`src/fc_pkg.sv`:
```
/* Shared types for the fabric controller: word typedefs, opcode and state enums,
   L2 and APU bus structs and the default MAC depth */

package fc_pkg;

  // Widths that carry a meaning
  typedef logic [31:0] word_t;
  typedef logic [31:0] addr_t;
  typedef logic [4:0]  irq_id_t;
  typedef logic [3:0]  reg_idx_t;

  // Default pipeline depth of the MAC unit
  localparam int unsigned MAC_STAGES_DEFAULT = 2;

  // Instruction opcode, bits 31..28 of the instruction word
  typedef enum logic [3:0] {
    OP_LI   = 4'd0,
    OP_ADD  = 4'd1,
    OP_LW   = 4'd2,
    OP_SW   = 4'd3,
    OP_MAC  = 4'd4,
    OP_WFI  = 4'd5,
    OP_JMP  = 4'd6,
    OP_HALT = 4'd7
  } opcode_e;

  // Core sequencer
  typedef enum logic [2:0] {
    ST_FETCH,
    ST_WAIT_INSTR,
    ST_EXEC,
    ST_WAIT_DATA,
    ST_WAIT_APU,
    ST_WAIT_IRQ,
    ST_ACK,
    ST_HALTED
  } core_state_e;

  //*******************************************************************
  // L2 bus, req/gnt/rvalid
  //*******************************************************************
  typedef struct packed {
    logic       req;
    addr_t      addr;
    logic       wen;    // Low for a write
    word_t      wdata;
    logic [3:0] be;
  } l2_req_t;

  typedef struct packed {
    logic  gnt;
    logic  rvalid;
    word_t rdata;
    logic  err;
  } l2_rsp_t;

  //*******************************************************************
  // APU interface to the MAC unit
  //*******************************************************************
  typedef struct packed {
    logic  req;
    word_t op_a;
    word_t op_b;
    word_t op_c;
  } apu_req_t;

  typedef struct packed {
    logic  gnt;
    logic  rvalid;
    word_t result;
  } apu_rsp_t;

endpackage

```
`src/fc_irq_latch.sv`:
```
/* Sticky event latch, one pending bit per event line, cleared by acknowledge */

`timescale 1ns/1ns

module fc_irq_latch
  import fc_pkg::*;
(
  input  logic        clk_i,
  input  logic        rst_ni,
  input  logic [31:0] events_i,
  input  logic        ack_i,
  input  irq_id_t     ack_id_i,
  output logic [31:0] pending_o
);

  logic [31:0] pending_q;
  logic [31:0] ack_mask;

  // One-hot mask of the bit being acknowledged
  always_comb begin
    ack_mask = '0;
    if (ack_i) begin
      ack_mask[ack_id_i] = 1'b1;
    end
  end

  // Events OR into the pending bits, ack wins on the same bit
  always_ff @(posedge clk_i, negedge rst_ni) begin
    if (!rst_ni) begin
      pending_q <= '0;
    end else begin
      pending_q <= (pending_q | events_i) & ~ack_mask;
    end
  end

  assign pending_o = pending_q;

endmodule

```
`config.mk`:
```
export PLATFORM = sky130hd
export DESIGN_NAME = fc_irq_latch
export DESIGN_NICKNAME = d
export VERILOG_FILES = /design/src/fc_pkg.sv /design/src/fc_irq_latch.sv
export SDC_FILE = /design/constraint.sdc
export NUM_CORES = 1
export LEC_CHECK = 0
export BUFFER_PORTS_ARGS = -buffer_cell sky130_fd_sc_hd__buf_2
export CAP_MARGIN = 5
export CORE_MARGIN = 5
export CORE_UTILIZATION = 45
export CTS_CLUSTER_SIZE = 30
export DETAILED_ROUTE_END_ITERATION = 10
export GPL_TIMING_DRIVEN = 0
export PLACE_DENSITY = 0.91
export RECOVER_POWER = 100
export SETUP_SLACK_MARGIN = 0.3
export SLEW_MARGIN = 0
export SYNTH_ARGS = -nofsm -noshare
export SYNTH_HDL_FRONTEND = slang
export SYNTH_SLANG_ARGS = --single-unit
```
`constraint.sdc`:
```
create_clock -name clk_i -period 1.8 [get_ports clk_i]
set_input_delay 0.54 -clock clk_i [delete_from_list [all_inputs] [get_ports clk_i]]
set_output_delay 0.54 -clock clk_i [all_outputs]
set_load 0.1 [all_outputs]
```
* After elaboration in Yosys (flattened, before gate mapping)
Cells that the tools add are included.
Cells by class: muxes and demuxes 3, shifts and indexed selects 0, bitwise operators 3, equality and inequality tests 0, $mul 0, add/subtract/negate cells 0, $lt $le $gt $ge 2, div/mod/pow operators 0, reductions and logical operators 1
Operators with widths (number):
- 32-bit bitwise AND | 1
- 32-bit two-way mux | 1
- 32-bit NOT | 1
- 32-bit bitwise OR | 1
- 5-bit by 6-bit less-than comparator with 1-bit output, second input constant | 1
- 1-bit demux with 5-bit select | 1
- 5-bit by 1-bit >= comparator with 1-bit output, second input constant | 1
- 1-bit logical AND | 1
- 1-bit two-way mux | 1
Storage, ports and cells: memories kept 0, input port bits 40, bits in writable memories 0, bits in registers 32, bits in read-only memories 0, output and inout port bits 32, word-level logic and storage cells 10, bits in latches 0

* Depth between registers and ports, before layout
depth after elaboration 7, depth in mapped cells 2, mapped depth without buffers 2

* Worst setup path after synthesis
OpenSTA, ideal clock, no wires.
kind register to output, from reg pending_q[12] (netlist: pending_o[12]), to out pending_o[12], cell stages (with the launch flop) 1, arrival time 0.899 ns, path buffers 0, setup slack 0.361 ns, data required time 1.260 ns, cells stage by stage dfrtp_1
RTL lines:
- start: declaration | line fc_irq_latch.sv:16 | logic [31:0] pending_q;
- start signal: assignment | line fc_irq_latch.sv:32 | pending_q <= (pending_q | events_i) & ~ack_mask;
- end: declaration | line fc_irq_latch.sv:13 | output logic [31:0] pending_o
No word-level cell between the ends.

* Worst setup path in the final report
from reg pending_q[19] (netlist: pending_o[19]), to out pending_o[19]
No word-level cell between the ends.

==> flow_metrics.tcl <==
set metrics [dict create \
    status "complete, no violations" \
    vias_per_cell 5.81 \
    place_inst 198 \
    synth_area_leaders "dfrtp_1 (66%), o22a_1 (11%), a21oi_1 (6.6%), nor2_1 (4.9%), nor3b_2 (4.1%)" \
    num_rows 19 \
    intPower_mw 0.946 \
    overflow 0 \
    crit_fanout 2 \
    slew_viol_final 0 \
    ctsHtreeMaxLevel 2 \
    setup.worst_path.start_class "flop" \
    coreArea_um2 2690 \
    synth_top_family_by_area "compound AO/OA/AOI/OAI gates" \
    area.growth.synth_to_final_pct 52.7 \
    pre_cts_slack_ps 338 \
    cts-buffers-inserted 5 \
    hold_viol 0 \
    root_buffer "clkbuf_4" \
    synth.most_common_cell "dfrtp_1" \
    synth_fp_nets 136 \
    syn-instance-count 96 \
    critPathKind "flop to output pin" \
    yosysTopAreaCell "dfrtp_1" \
    synth_edf_count 0 \
    cts_max_path_buffers 2 \
    die_x_um 62.1 \
    synth-xor-area-share 0 \
    gp_congestion 0.801 \
    synth_cell_types 11 \
    path_cells "clkbuf_4" \
    max-cap-violations 0 \
    postSynthAreaPerCell_um2 12.7 \
    combPwrFrac 0.203 \
    wl_per_cell_um 21.0 \
    drive_gt1_frac 0.460 \
    critPathCaptureType "output pin" \
    antenna_found_initial 0 \
    skew_ps 0 \
    swShare 0.304 \
    synth-adder-area-share 0 \
    synth_common_cells "dfrtp_1 (32), a21oi_1 (16), nor2_1 (16), o22a_1 (16), nand3b_1 (5)" \
    synth_ff_type "dfrtp_1" \
    setup_viol 0 \
    path_clk_slew_ps 80 \
    synthSimpleGateAreaFrac 0.165 \
    worst_slack_ps 202 \
    crit_path_max_incr_delay_ps 380 \
    yosys.area.top_type_share 0.655 \
    initial_core_util 0.455 \
    max-vdd-ir-drop_mv 0.641 \
    dp_hpwl_um 2530 \
    timing.hold.ws_ps 273 \
    synth-seq-cells 32 \
    vias 1202 \
    antennaDiodeCount 0 \
    crit_family "flip-flops" \
    clkLatencyLatePin_ps 330 \
    grt_max_degree 33 \
    clock_sinks 32 \
    fin_cells 207 \
    firstDrtPassIters 4 \
    fin_nets 218 \
    cp.arrival_ps 1060 \
    finalCritPeriodShare 0.888 \
    ys_async_sr_fraction 1.00 \
    drt_wl_total_um 4340 \
    finalCriticalPeriod_ps 1600 \
    fin_setup_tns_ps 0 \
    critPathRequiredTime_ps 1260 \
    drt-initial-drc-count 124 \
    power.switching_mw 0.413 \
    grt_first_pass_wirelength_um 5890 \
    ios 72 \
    timing.slew.headroom 0.480 \
    largest_reg_flops 32 \
    cts_tree "yes" \
    die_y_um 62.1 \
    critPathBufInv 1 \
    yosys-mux-area-fraction 0 \
    ys_warn_count 0 \
    grt_pass1_vias 1195 \
    cp_slowest_cell "dfrtp_1" \
    ant_nets 0 \
    fmax_mhz 626 \
    synth_compound_area_frac 0.180 \
    track_usage 0.191 \
    netlist_area_um2 1220 \
    pwr-share-clk 0.247 \
    leakagePower_nw 0.766 \
    tightest_slew_ps 780 \
    n_fill_cell 183 \
    hp-class "input port to async pin" \
    dieArea_um2 3860 \
    port_buffers 71 \
    rsz0062_at_grt "true" \
    seq_power_share 0.550 \
    yosysSeqAreaShare 0.655 \
    power_density_nw_per_um2 728 \
    drc 0 \
]
cells by family after synthesis:
| logic type | Yosys count |
|---|---|
| compound gates | 32 |
| flops | 32 |
| simple gates | 32 |
power groups by stage:
| stage | Clock [mW] | Combinational, mW | Sequential [mW] |
|---|---|---|---|
| 3_3_place_gp | 0 | 0.247 | 0.755 |
| 2_1_floorplan | 0 | 0.0364 | 0.873 |
| 3_5_place_dp | 0 | 0.250 | 0.756 |
| 5_1_grt | 0.377 | 0.290 | 0.749 |
| 6_report | 0.336 | 0.276 | 0.747 |
| 4_1_cts | 0.344 | 0.270 | 0.746 |
worst paths after layout:
kind                               start            end  slack (ps)  cells after the start
min in group clk_i          events_i[31]  pending_o[31]         440                      2
min reg2reg                pending_o[30]  pending_o[30]         510                      1
min                               rst_ni  pending_o[11]         270                      1
max in group asynchronous         rst_ni  pending_o[29]        1030                      1
max                        pending_o[19]  pending_o[19]         200                      1
max reg2reg                pending_o[15]  pending_o[15]         960                      2
cell usage in the layout, fill, tap and decap left out, drive strengths merged:
master | netlist | final
buf | 0 | 52
dfrtp | 32 | 32
clkbuf | 0 | 28
o22a | 16 | 16
nor2 | 16 | 16
a21oi | 16 | 16
nand3b | 5 | 5
nor3b | 4 | 4
nand3 | 2 | 2
and3b | 2 | 2
or3b | 1 | 1
and3 | 1 | 1
nor3 | 1 | 1
timing repair:
item | in CTS | in global routing
resized for setup | 64 | 56
endpoints found under the setup margin | 32 | 31
setup buffers | 0 | 4
hold buffers | 0 | 0
layer usage:
layer,global-route usage,up-vias,part of all wire
li1,-,516,-
met5,0,-,0
met3,0.0883,5,0.11
met4,0.0569,0,0.0097
met2,0.302,92,0.49
met1,0.231,589,0.39
cell type report:
type                    count  area, um^2  share of cell area
well taps                  31        38.8              0.0208
multi-input cells          64         404               0.216
repair buffers             75         586               0.314
clock buffers               5        37.5              0.0201
flip-flops and latches     32         801               0.429
metrics by stage:
| step | util | instance area, um^2 | power [mW] |
|---|---|---|---|
| after detailed placement | 0.602 | 1620 | 1.01 |
| after global placement | 0.602 | 1620 | 1.00 |
| final | 0.695 | 1870 | 1.36 |
| after CTS | 0.690 | 1850 | 1.36 |
| after floorplan | - | 1220 | 0.910 |
| after global routing | 0.695 | 1870 | 1.42 |
Power figures use the tool's default switching activity.
