**config.mk**
```make
export PLATFORM = sky130hd
export DESIGN_NAME = fc_apu_mac
export DESIGN_NICKNAME = d
export VERILOG_FILES = /design/src/fc_pkg.sv /design/src/fc_apu_mac.sv
export SDC_FILE = /design/constraint.sdc
export NUM_CORES = 1
export LEC_CHECK = 0
export BUFFER_PORTS_ARGS = -buffer_cell sky130_fd_sc_hd__buf_2
export CAP_MARGIN = 20
export CORE_ASPECT_RATIO = 1.5
export CORE_MARGIN = 5
export CORE_UTILIZATION = 43
export CTS_CLUSTER_DIAMETER = 30
export DETAILED_ROUTE_END_ITERATION = 10
export HOLD_SLACK_MARGIN = 0.06
export PLACE_DENSITY = 0.58
export SETUP_SLACK_MARGIN = 0.15
export SYNTH_ARGS = -nofsm -noshare
export SYNTH_HDL_FRONTEND = slang
export SYNTH_SLANG_ARGS = --single-unit
```
**constraint.sdc**
```tcl
create_clock -name clk_i -period 3.6 [get_ports clk_i]
set_input_delay 1.08 -clock clk_i [delete_from_list [all_inputs] [get_ports clk_i]]
set_output_delay 1.08 -clock clk_i [all_outputs]
set_load 0.05 [all_outputs]
```
**src/fc_pkg.sv**
```systemverilog
/* Shared types for the fabric controller: word typedefs, opcode and state enums,
   L2 and APU bus structs and the default MAC depth */

package fc_pkg;

  // Widths that carry a meaning
  typedef logic [31:0] word_t;
  typedef logic [31:0] addr_t;
  typedef logic [4:0]  irq_id_t;
  typedef logic [3:0]  reg_idx_t;

  // Default pipeline depth of the MAC unit
  localparam int unsigned MAC_STAGES_DEFAULT = 2;

  // Instruction opcode, bits 31..28 of the instruction word
  typedef enum logic [3:0] {
    OP_LI   = 4'd0,
    OP_ADD  = 4'd1,
    OP_LW   = 4'd2,
    OP_SW   = 4'd3,
    OP_MAC  = 4'd4,
    OP_WFI  = 4'd5,
    OP_JMP  = 4'd6,
    OP_HALT = 4'd7
  } opcode_e;

  // Core sequencer
  typedef enum logic [2:0] {
    ST_FETCH,
    ST_WAIT_INSTR,
    ST_EXEC,
    ST_WAIT_DATA,
    ST_WAIT_APU,
    ST_WAIT_IRQ,
    ST_ACK,
    ST_HALTED
  } core_state_e;

  //*******************************************************************
  // L2 bus, req/gnt/rvalid
  //*******************************************************************
  typedef struct packed {
    logic       req;
    addr_t      addr;
    logic       wen;    // Low for a write
    word_t      wdata;
    logic [3:0] be;
  } l2_req_t;

  typedef struct packed {
    logic  gnt;
    logic  rvalid;
    word_t rdata;
    logic  err;
  } l2_rsp_t;

  //*******************************************************************
  // APU interface to the MAC unit
  //*******************************************************************
  typedef struct packed {
    logic  req;
    word_t op_a;
    word_t op_b;
    word_t op_c;
  } apu_req_t;

  typedef struct packed {
    logic  gnt;
    logic  rvalid;
    word_t result;
  } apu_rsp_t;

endpackage

```
**src/fc_apu_mac.sv**
```systemverilog
/* Pipelined 32-bit multiply-accumulate unit behind an APU req/gnt/rvalid port */

`timescale 1ns/1ns

module fc_apu_mac
  import fc_pkg::*;
#(
  parameter int unsigned MAC_STAGES = MAC_STAGES_DEFAULT
) (
  input  logic     clk_i,
  input  logic     rst_ni,
  input  apu_req_t apu_req_i,
  output apu_rsp_t apu_rsp_o
);

  logic  [MAC_STAGES-1:0] valid_q;
  word_t [MAC_STAGES-1:0] res_q;
  logic                   accept;

  // Input stage is free when it holds no operation
  assign apu_rsp_o.gnt = ~valid_q[0];
  assign accept        = apu_req_i.req & ~valid_q[0];

  //*******************************************************************
  // Valid pipeline
  //*******************************************************************
  always_ff @(posedge clk_i, negedge rst_ni) begin
    if (!rst_ni) begin
      valid_q <= '0;
    end else begin
      valid_q[0] <= accept;
      for (int k = 1; k < MAC_STAGES; k++) begin
        valid_q[k] <= valid_q[k-1];
      end
    end
  end

  //*******************************************************************
  // Result pipeline
  //*******************************************************************
  always_ff @(posedge clk_i) begin
    // Product and sum in the first stage, low 32 bits kept
    if (accept) begin
      res_q[0] <= apu_req_i.op_a * apu_req_i.op_b + apu_req_i.op_c;
    end
    for (int k = 1; k < MAC_STAGES; k++) begin
      res_q[k] <= res_q[k-1];
    end
  end

  // Result leaves MAC_STAGES cycles after the grant
  assign apu_rsp_o.rvalid = valid_q[MAC_STAGES-1];
  assign apu_rsp_o.result = res_q[MAC_STAGES-1];

endmodule

```
## Word-level counts from Yosys, hierarchy flattened

Cells that the tools add are included.
W data, S select, Z words.

| storage, ports and cells | value |
|---|---|
| flip-flop bits (word level) | 66 |
| bits in latches | 0 |
| RAM bits | 0 |
| ROM bits | 0 |
| output and inout bits | 34 |
| word-level logic and storage cells | 7 |
| memories | 0 |

| cells by class | value |
|---|---|
| $add $sub $neg | 1 |
| multipliers | 1 |
| divide/modulo/power cells | 0 |
| order comparisons | 0 |
| eq/ne operators | 0 |
| shift operators | 0 |
| mux-type cells | 0 |
| bitwise gates (word level) | 2 |
| reduce and logical (&&, ||, !) cells | 0 |

Operators by type and width:

| operator | number |
|---|---|
| $add A32 B32 Y32 | 1 |
| $mul A32 B32 Y32 | 1 |
| $and A1 B1 Y1 | 1 |
| $not A1 Y1 | 1 |

## Depth between registers and ports, before layout

| depth | value |
|---|---|
| depth after elaboration | 2 |
| gate-level depth with buffers | 28 |
| gate-level depth less buffers | 26 |

## Worst setup path before layout

No wires, ideal clock.

| timing | value |
|---|---|
| path kind | input-to-reg |
| from | input port apu_req_i[35] (netlist name) |
| to | register res_q[28] (netlist name) (data pin) |
| arrival time | 7.614 ns |
| data required time | 3.329 ns |
| setup slack | -4.285 ns |
| stages | 26 |
| cell sequence | clkbuf_1 clkbuf_1 and2_1 fa_1 fa_1 fa_1 inv_1 fa_1 inv_1 fa_1 inv_1 fa_1 inv_1 fa_1 inv_1 fa_1 inv_1 ha_1 and3_1 nand3_1 a2111o_1 a211oi_2 o211ai_2 a31oi_2 mux2i_1 o2111ai_1 |

| on the way | value |
|---|---|
| longest elaborated chain between the ends | 2 |

Ends and longest elaborated chain:

| what | RTL line | RTL |
|---|---|---|
| start, declared | fc_apu_mac.sv:12 | `input apu_req_t apu_req_i,` |
| $mul A32 B32 Y32 | fc_apu_mac.sv:44 | `res_q[0] <= apu_req_i.op_a * apu_req_i.op_b + apu_req_i.op_c;` |
| $add A32 B32 Y32 | fc_apu_mac.sv:44 |  |
| end signal, assigned by index | fc_apu_mac.sv:47 | `res_q[k] <= res_q[k-1];` |
| end, declared | fc_apu_mac.sv:17 | `word_t [MAC_STAGES-1:0] res_q;` |

Every way passes these cells.
A chain may end at the register's enable or synchronous reset.

## Worst setup path after layout

| timing | value |
|---|---|
| from | input port apu_req_i[78] (netlist name) |
| to | register res_q[28] (netlist name) (data pin) |

Same word-level chain as after synthesis.

==> run_summary.xml <==
<?xml version="1.0" encoding="UTF-8"?>
<metrics>
  <group name="finish">
    <metric name="fillers" unit="">3935</metric>
    <metric name="most_common_cell_after_layout_fill_and_taps_aside" unit="">sky130_fd_sc_hd__inv_1</metric>
    <metric name="combined_area_of_the_multi_input_logic_cells" unit="sq um">15800</metric>
    <metric name="fin_cells" unit="">2807</metric>
    <metric name="final_nets" unit="">2885</metric>
    <metric name="final_layout_size_suffix_gt1_share" unit="%">25.8</metric>
    <metric name="final_cell_mix" unit="">sky130_fd_sc_hd__inv_1 (457), sky130_fd_sc_hd__fa_1 (416), sky130_fd_sc_hd__and2_1 (345), sky130_fd_sc_hd__buf_4 (166), sky130_fd_sc_hd__nand2_1 (158)</metric>
    <metric name="area_growth" unit="%">24.3</metric>
    <metric name="sequential_cell_area_in_the_final_layout" unit="sq um">1650</metric>
  </group>
  <group name="detailed_routing">
    <metric name="dr_total_vias" unit="">13869</metric>
    <metric name="drt_iter0_markers" unit="">538</metric>
    <metric name="drt_pre_antenna_iters" unit="">5</metric>
    <metric name="drc" unit="">0</metric>
    <metric name="detail-route-antenna-nets" unit="">0</metric>
    <metric name="via_per_inst" unit="">4.94</metric>
    <metric name="route.detailed.wl_per_inst" unit="um">20.7</metric>
    <metric name="totalWireLength" unit="um">58100</metric>
  </group>
  <group name="global_routing">
    <metric name="grt.total_usage" unit="%">24.8</metric>
    <metric name="antenna_violations_before_repair" unit="">3</metric>
    <metric name="first_global_vias" unit="">16305</metric>
    <metric name="grt_first_pass_wirelength" unit="um">90700</metric>
    <metric name="pin_count_of_the_biggest_net_entering_global_routing" unit="">34</metric>
    <metric name="overflow" unit="">0</metric>
  </group>
  <group name="min_path">
    <metric name="holdPathStages" unit="">0</metric>
    <metric name="min_to" unit="">apu_rsp_o[0]</metric>
    <metric name="hold_start" unit="">res_q[0]</metric>
    <metric name="timing.hold.worst.class" unit="">reg -&gt; reg</metric>
  </group>
  <group name="yosys">
    <metric name="synth.net_count" unit="">2626</metric>
    <metric name="synth_cell_types" unit="">48</metric>
    <metric name="synthArstFlopShare" unit="%">3.03</metric>
    <metric name="average_cell_area_after_synthesis" unit="sq um">9.58</metric>
    <metric name="synth_edf_count" unit="">32</metric>
    <metric name="yosysWarnings" unit="">0</metric>
    <metric name="synth-seq-area-share" unit="%">8.78</metric>
    <metric name="postSynth.topFlopCell" unit="">sky130_fd_sc_hd__edfxtp_1</metric>
    <metric name="synth.ff_latch_count" unit="">66</metric>
    <metric name="postSynthCellCount" unit="">1965</metric>
    <metric name="syn-cell-area" unit="sq um">18800</metric>
  </group>
  <group name="timing">
    <metric name="timing.clock.skew" unit="ps">8.91</metric>
    <metric name="finalHoldWorstSlack" unit="ps">339</metric>
    <metric name="max-slew-margin-rel" unit="%">34.2</metric>
    <metric name="final_max_slew_viol_count" unit="">0</metric>
    <metric name="setup_viol_count_final" unit="">29</metric>
    <metric name="maxClockFrequency" unit="MHz">136</metric>
    <metric name="max_slew.worst_pin.slew" unit="ps">985</metric>
    <metric name="timing_hold_violations_final" unit="">0</metric>
    <metric name="final_critical_path_setup_slack" unit="ps">-3750</metric>
    <metric name="period_share" unit="%">204</metric>
    <metric name="final_period_minus_worst_setup_slack" unit="ps">7350</metric>
    <metric name="rsz0062_at_grt" unit="">true</metric>
  </group>
  <group name="die">
    <metric name="core-area" unit="sq um">43600</metric>
    <metric name="die_y" unit="um">266</metric>
    <metric name="die_width" unit="um">181</metric>
    <metric name="number_of_top_level_design_ports" unit="">133</metric>
    <metric name="start_util" unit="%">43.1</metric>
    <metric name="floorplan.rows" unit="">94</metric>
    <metric name="die_area" unit="sq um">48100</metric>
  </group>
  <group name="worst_setup_path">
    <metric name="crit_required" unit="ps">3670</metric>
    <metric name="critical-path-max-stage-delay" unit="ps">540</metric>
    <metric name="critPathArrivalTime" unit="ps">7420</metric>
    <metric name="cp_max_fo" unit="">6</metric>
    <metric name="worst_setup_path_end_kind" unit="">flip-flop</metric>
    <metric name="reg2regPathDepth" unit="">1</metric>
    <metric name="setup.worst_path.start_class" unit="">primary input</metric>
    <metric name="regToRegStartpoint" unit="">valid_q[0]</metric>
    <metric name="reg2reg_slack" unit="ps">2000</metric>
    <metric name="timing_worst_setup_path_type" unit="">in -&gt; reg</metric>
    <metric name="worstReg2RegEnd" unit="">res_q[19]</metric>
    <metric name="cp_num_buf_inv" unit="">7</metric>
    <metric name="library_cell_contributing_the_largest_single_delay_on_the_critical_path" unit="">sky130_fd_sc_hd__fa_1</metric>
    <metric name="path_common_cell" unit="">sky130_fd_sc_hd__fa_1</metric>
    <metric name="timing.critical_path.max_delay_family" unit="">adder cells</metric>
  </group>
  <group name="clock_network">
    <metric name="cts_tree" unit="">yes</metric>
    <metric name="worst_skew_pair.late_latency" unit="ps">330</metric>
    <metric name="cts_hold_buffers" unit="">0</metric>
    <metric name="ctsRootBufferMaster" unit="">sky130_fd_sc_hd__clkbuf_16</metric>
    <metric name="cts.sinks" unit="">66</metric>
    <metric name="clk_pin_slew_worst_paths" unit="ps">60</metric>
    <metric name="cts_buffers" unit="">9</metric>
    <metric name="cts.path.max_buffers" unit="">2</metric>
    <metric name="cts.htree.levels" unit="">3</metric>
  </group>
  <group name="place">
    <metric name="hpwl_detailed" unit="um">49900</metric>
    <metric name="place_congestion" unit="">0.998</metric>
    <metric name="placed_instances" unit="">2742</metric>
    <metric name="numPortBuffers" unit="">132</metric>
  </group>
  <group name="status">
    <metric name="status" unit="">finished with violations</metric>
    <metric name="violations" unit="">negative setup slack</metric>
  </group>
  <group name="flow_run">
    <metric name="maxCapViolCount" unit="">0</metric>
  </group>
</metrics>
==> final cells by class <==
type                            count  area share (%)
Timing Repair Buffer              364            12.8
Clock buffer                       10           0.979
Clock inverter                      6           0.588
Antenna cell                        2          0.0214
Inverter                          490            7.86
Multi-Input combinational cell   1293            67.6
Tap cell                          576            3.08
Sequential cell                    66            7.06
==> flip-flops by register name (all words and copies together), names as in the netlist <==
| register | count |
|---|---|
| valid_q | 2 |
| apu_rsp_o | 32 |
| res_q | 32 |
==> kinds of logic after synthesis <==
logic type               share of synthesized area, %
multiplexers                                   0.0532
adder cells (fa/ha/maj)                          54.8
flip-flops                                       8.78
AO/OA/AOI/OAI                                    3.12
XOR/XNOR                                         4.00
AND/OR/NAND/NOR                                  16.5
buffers and inverters                            12.7
==> synth_stat cells (16+ instances only) <==
master	count	area share, %
sky130_fd_sc_hd__inv_1	490	9.8
sky130_fd_sc_hd__fa_1	438	47
sky130_fd_sc_hd__and2_1	367	12
sky130_fd_sc_hd__nand2_1	173	3.5
sky130_fd_sc_hd__ha_1	124	8.2
sky130_fd_sc_hd__clkbuf_1	83	1.7
sky130_fd_sc_hd__xnor2_1	70	3.3
sky130_fd_sc_hd__buf_4	33	1.3
sky130_fd_sc_hd__dfxtp_1	32	3.4
sky130_fd_sc_hd__edfxtp_1	32	5.1
sky130_fd_sc_hd__a21oi_1	24	0.64
sky130_fd_sc_hd__xor2_1	16	0.74
==> worst max path at each step <==
stage             startpoint        end  slack, ps  cells past startpoint
3_3_place_gp   apu_req_i[76]  res_q[30]      -4340                     27
5_1_grt        apu_req_i[78]  res_q[30]      -4020                     28
2_1_floorplan  apu_req_i[35]  res_q[28]      -3950                     26
6_report       apu_req_i[78]  res_q[28]      -3750                     25
4_1_cts        apu_req_i[79]  res_q[28]      -3800                     25
3_5_place_dp   apu_req_i[76]  res_q[30]      -4320                     27
==> timing repair <==
| item | 4_1_cts | 5_1_grt |
|---|---|---|
| gates cloned | 2 | 1 |
| pin swaps | 101 | 84 |
| setup endpoints to repair | 29 | 29 |
| resized for setup | 193 | 124 |
| setup buffers | 33 | 11 |
==> metal layers <==
metal  vias to the layer above  GRT usage, %  wire (um)
met5                         -             0          0
met4                         0          16.2       4970
met3                       201          2.47       2180
met2                       420          48.9      32500
met1                      7126          24.1      18500
li1                       6122             -          -
==> stage by stage <==
stage	setup slack, ps	utilization, %	cell area, sq um	TNS (ps)
global route	-4020	53.6	23400	-81780
global placement	-4340	48.7	21300	-94020
floorplan	-3950	-	19100	-78550
CTS	-3800	52.0	22700	-78400
detailed placement	-4320	48.7	21300	-94510
finish	-3750	53.6	23400	-76980
Power is left out: the tool's default activity adds up to more than one toggle a clock period on the data nets, which glitch-free logic cannot reach.
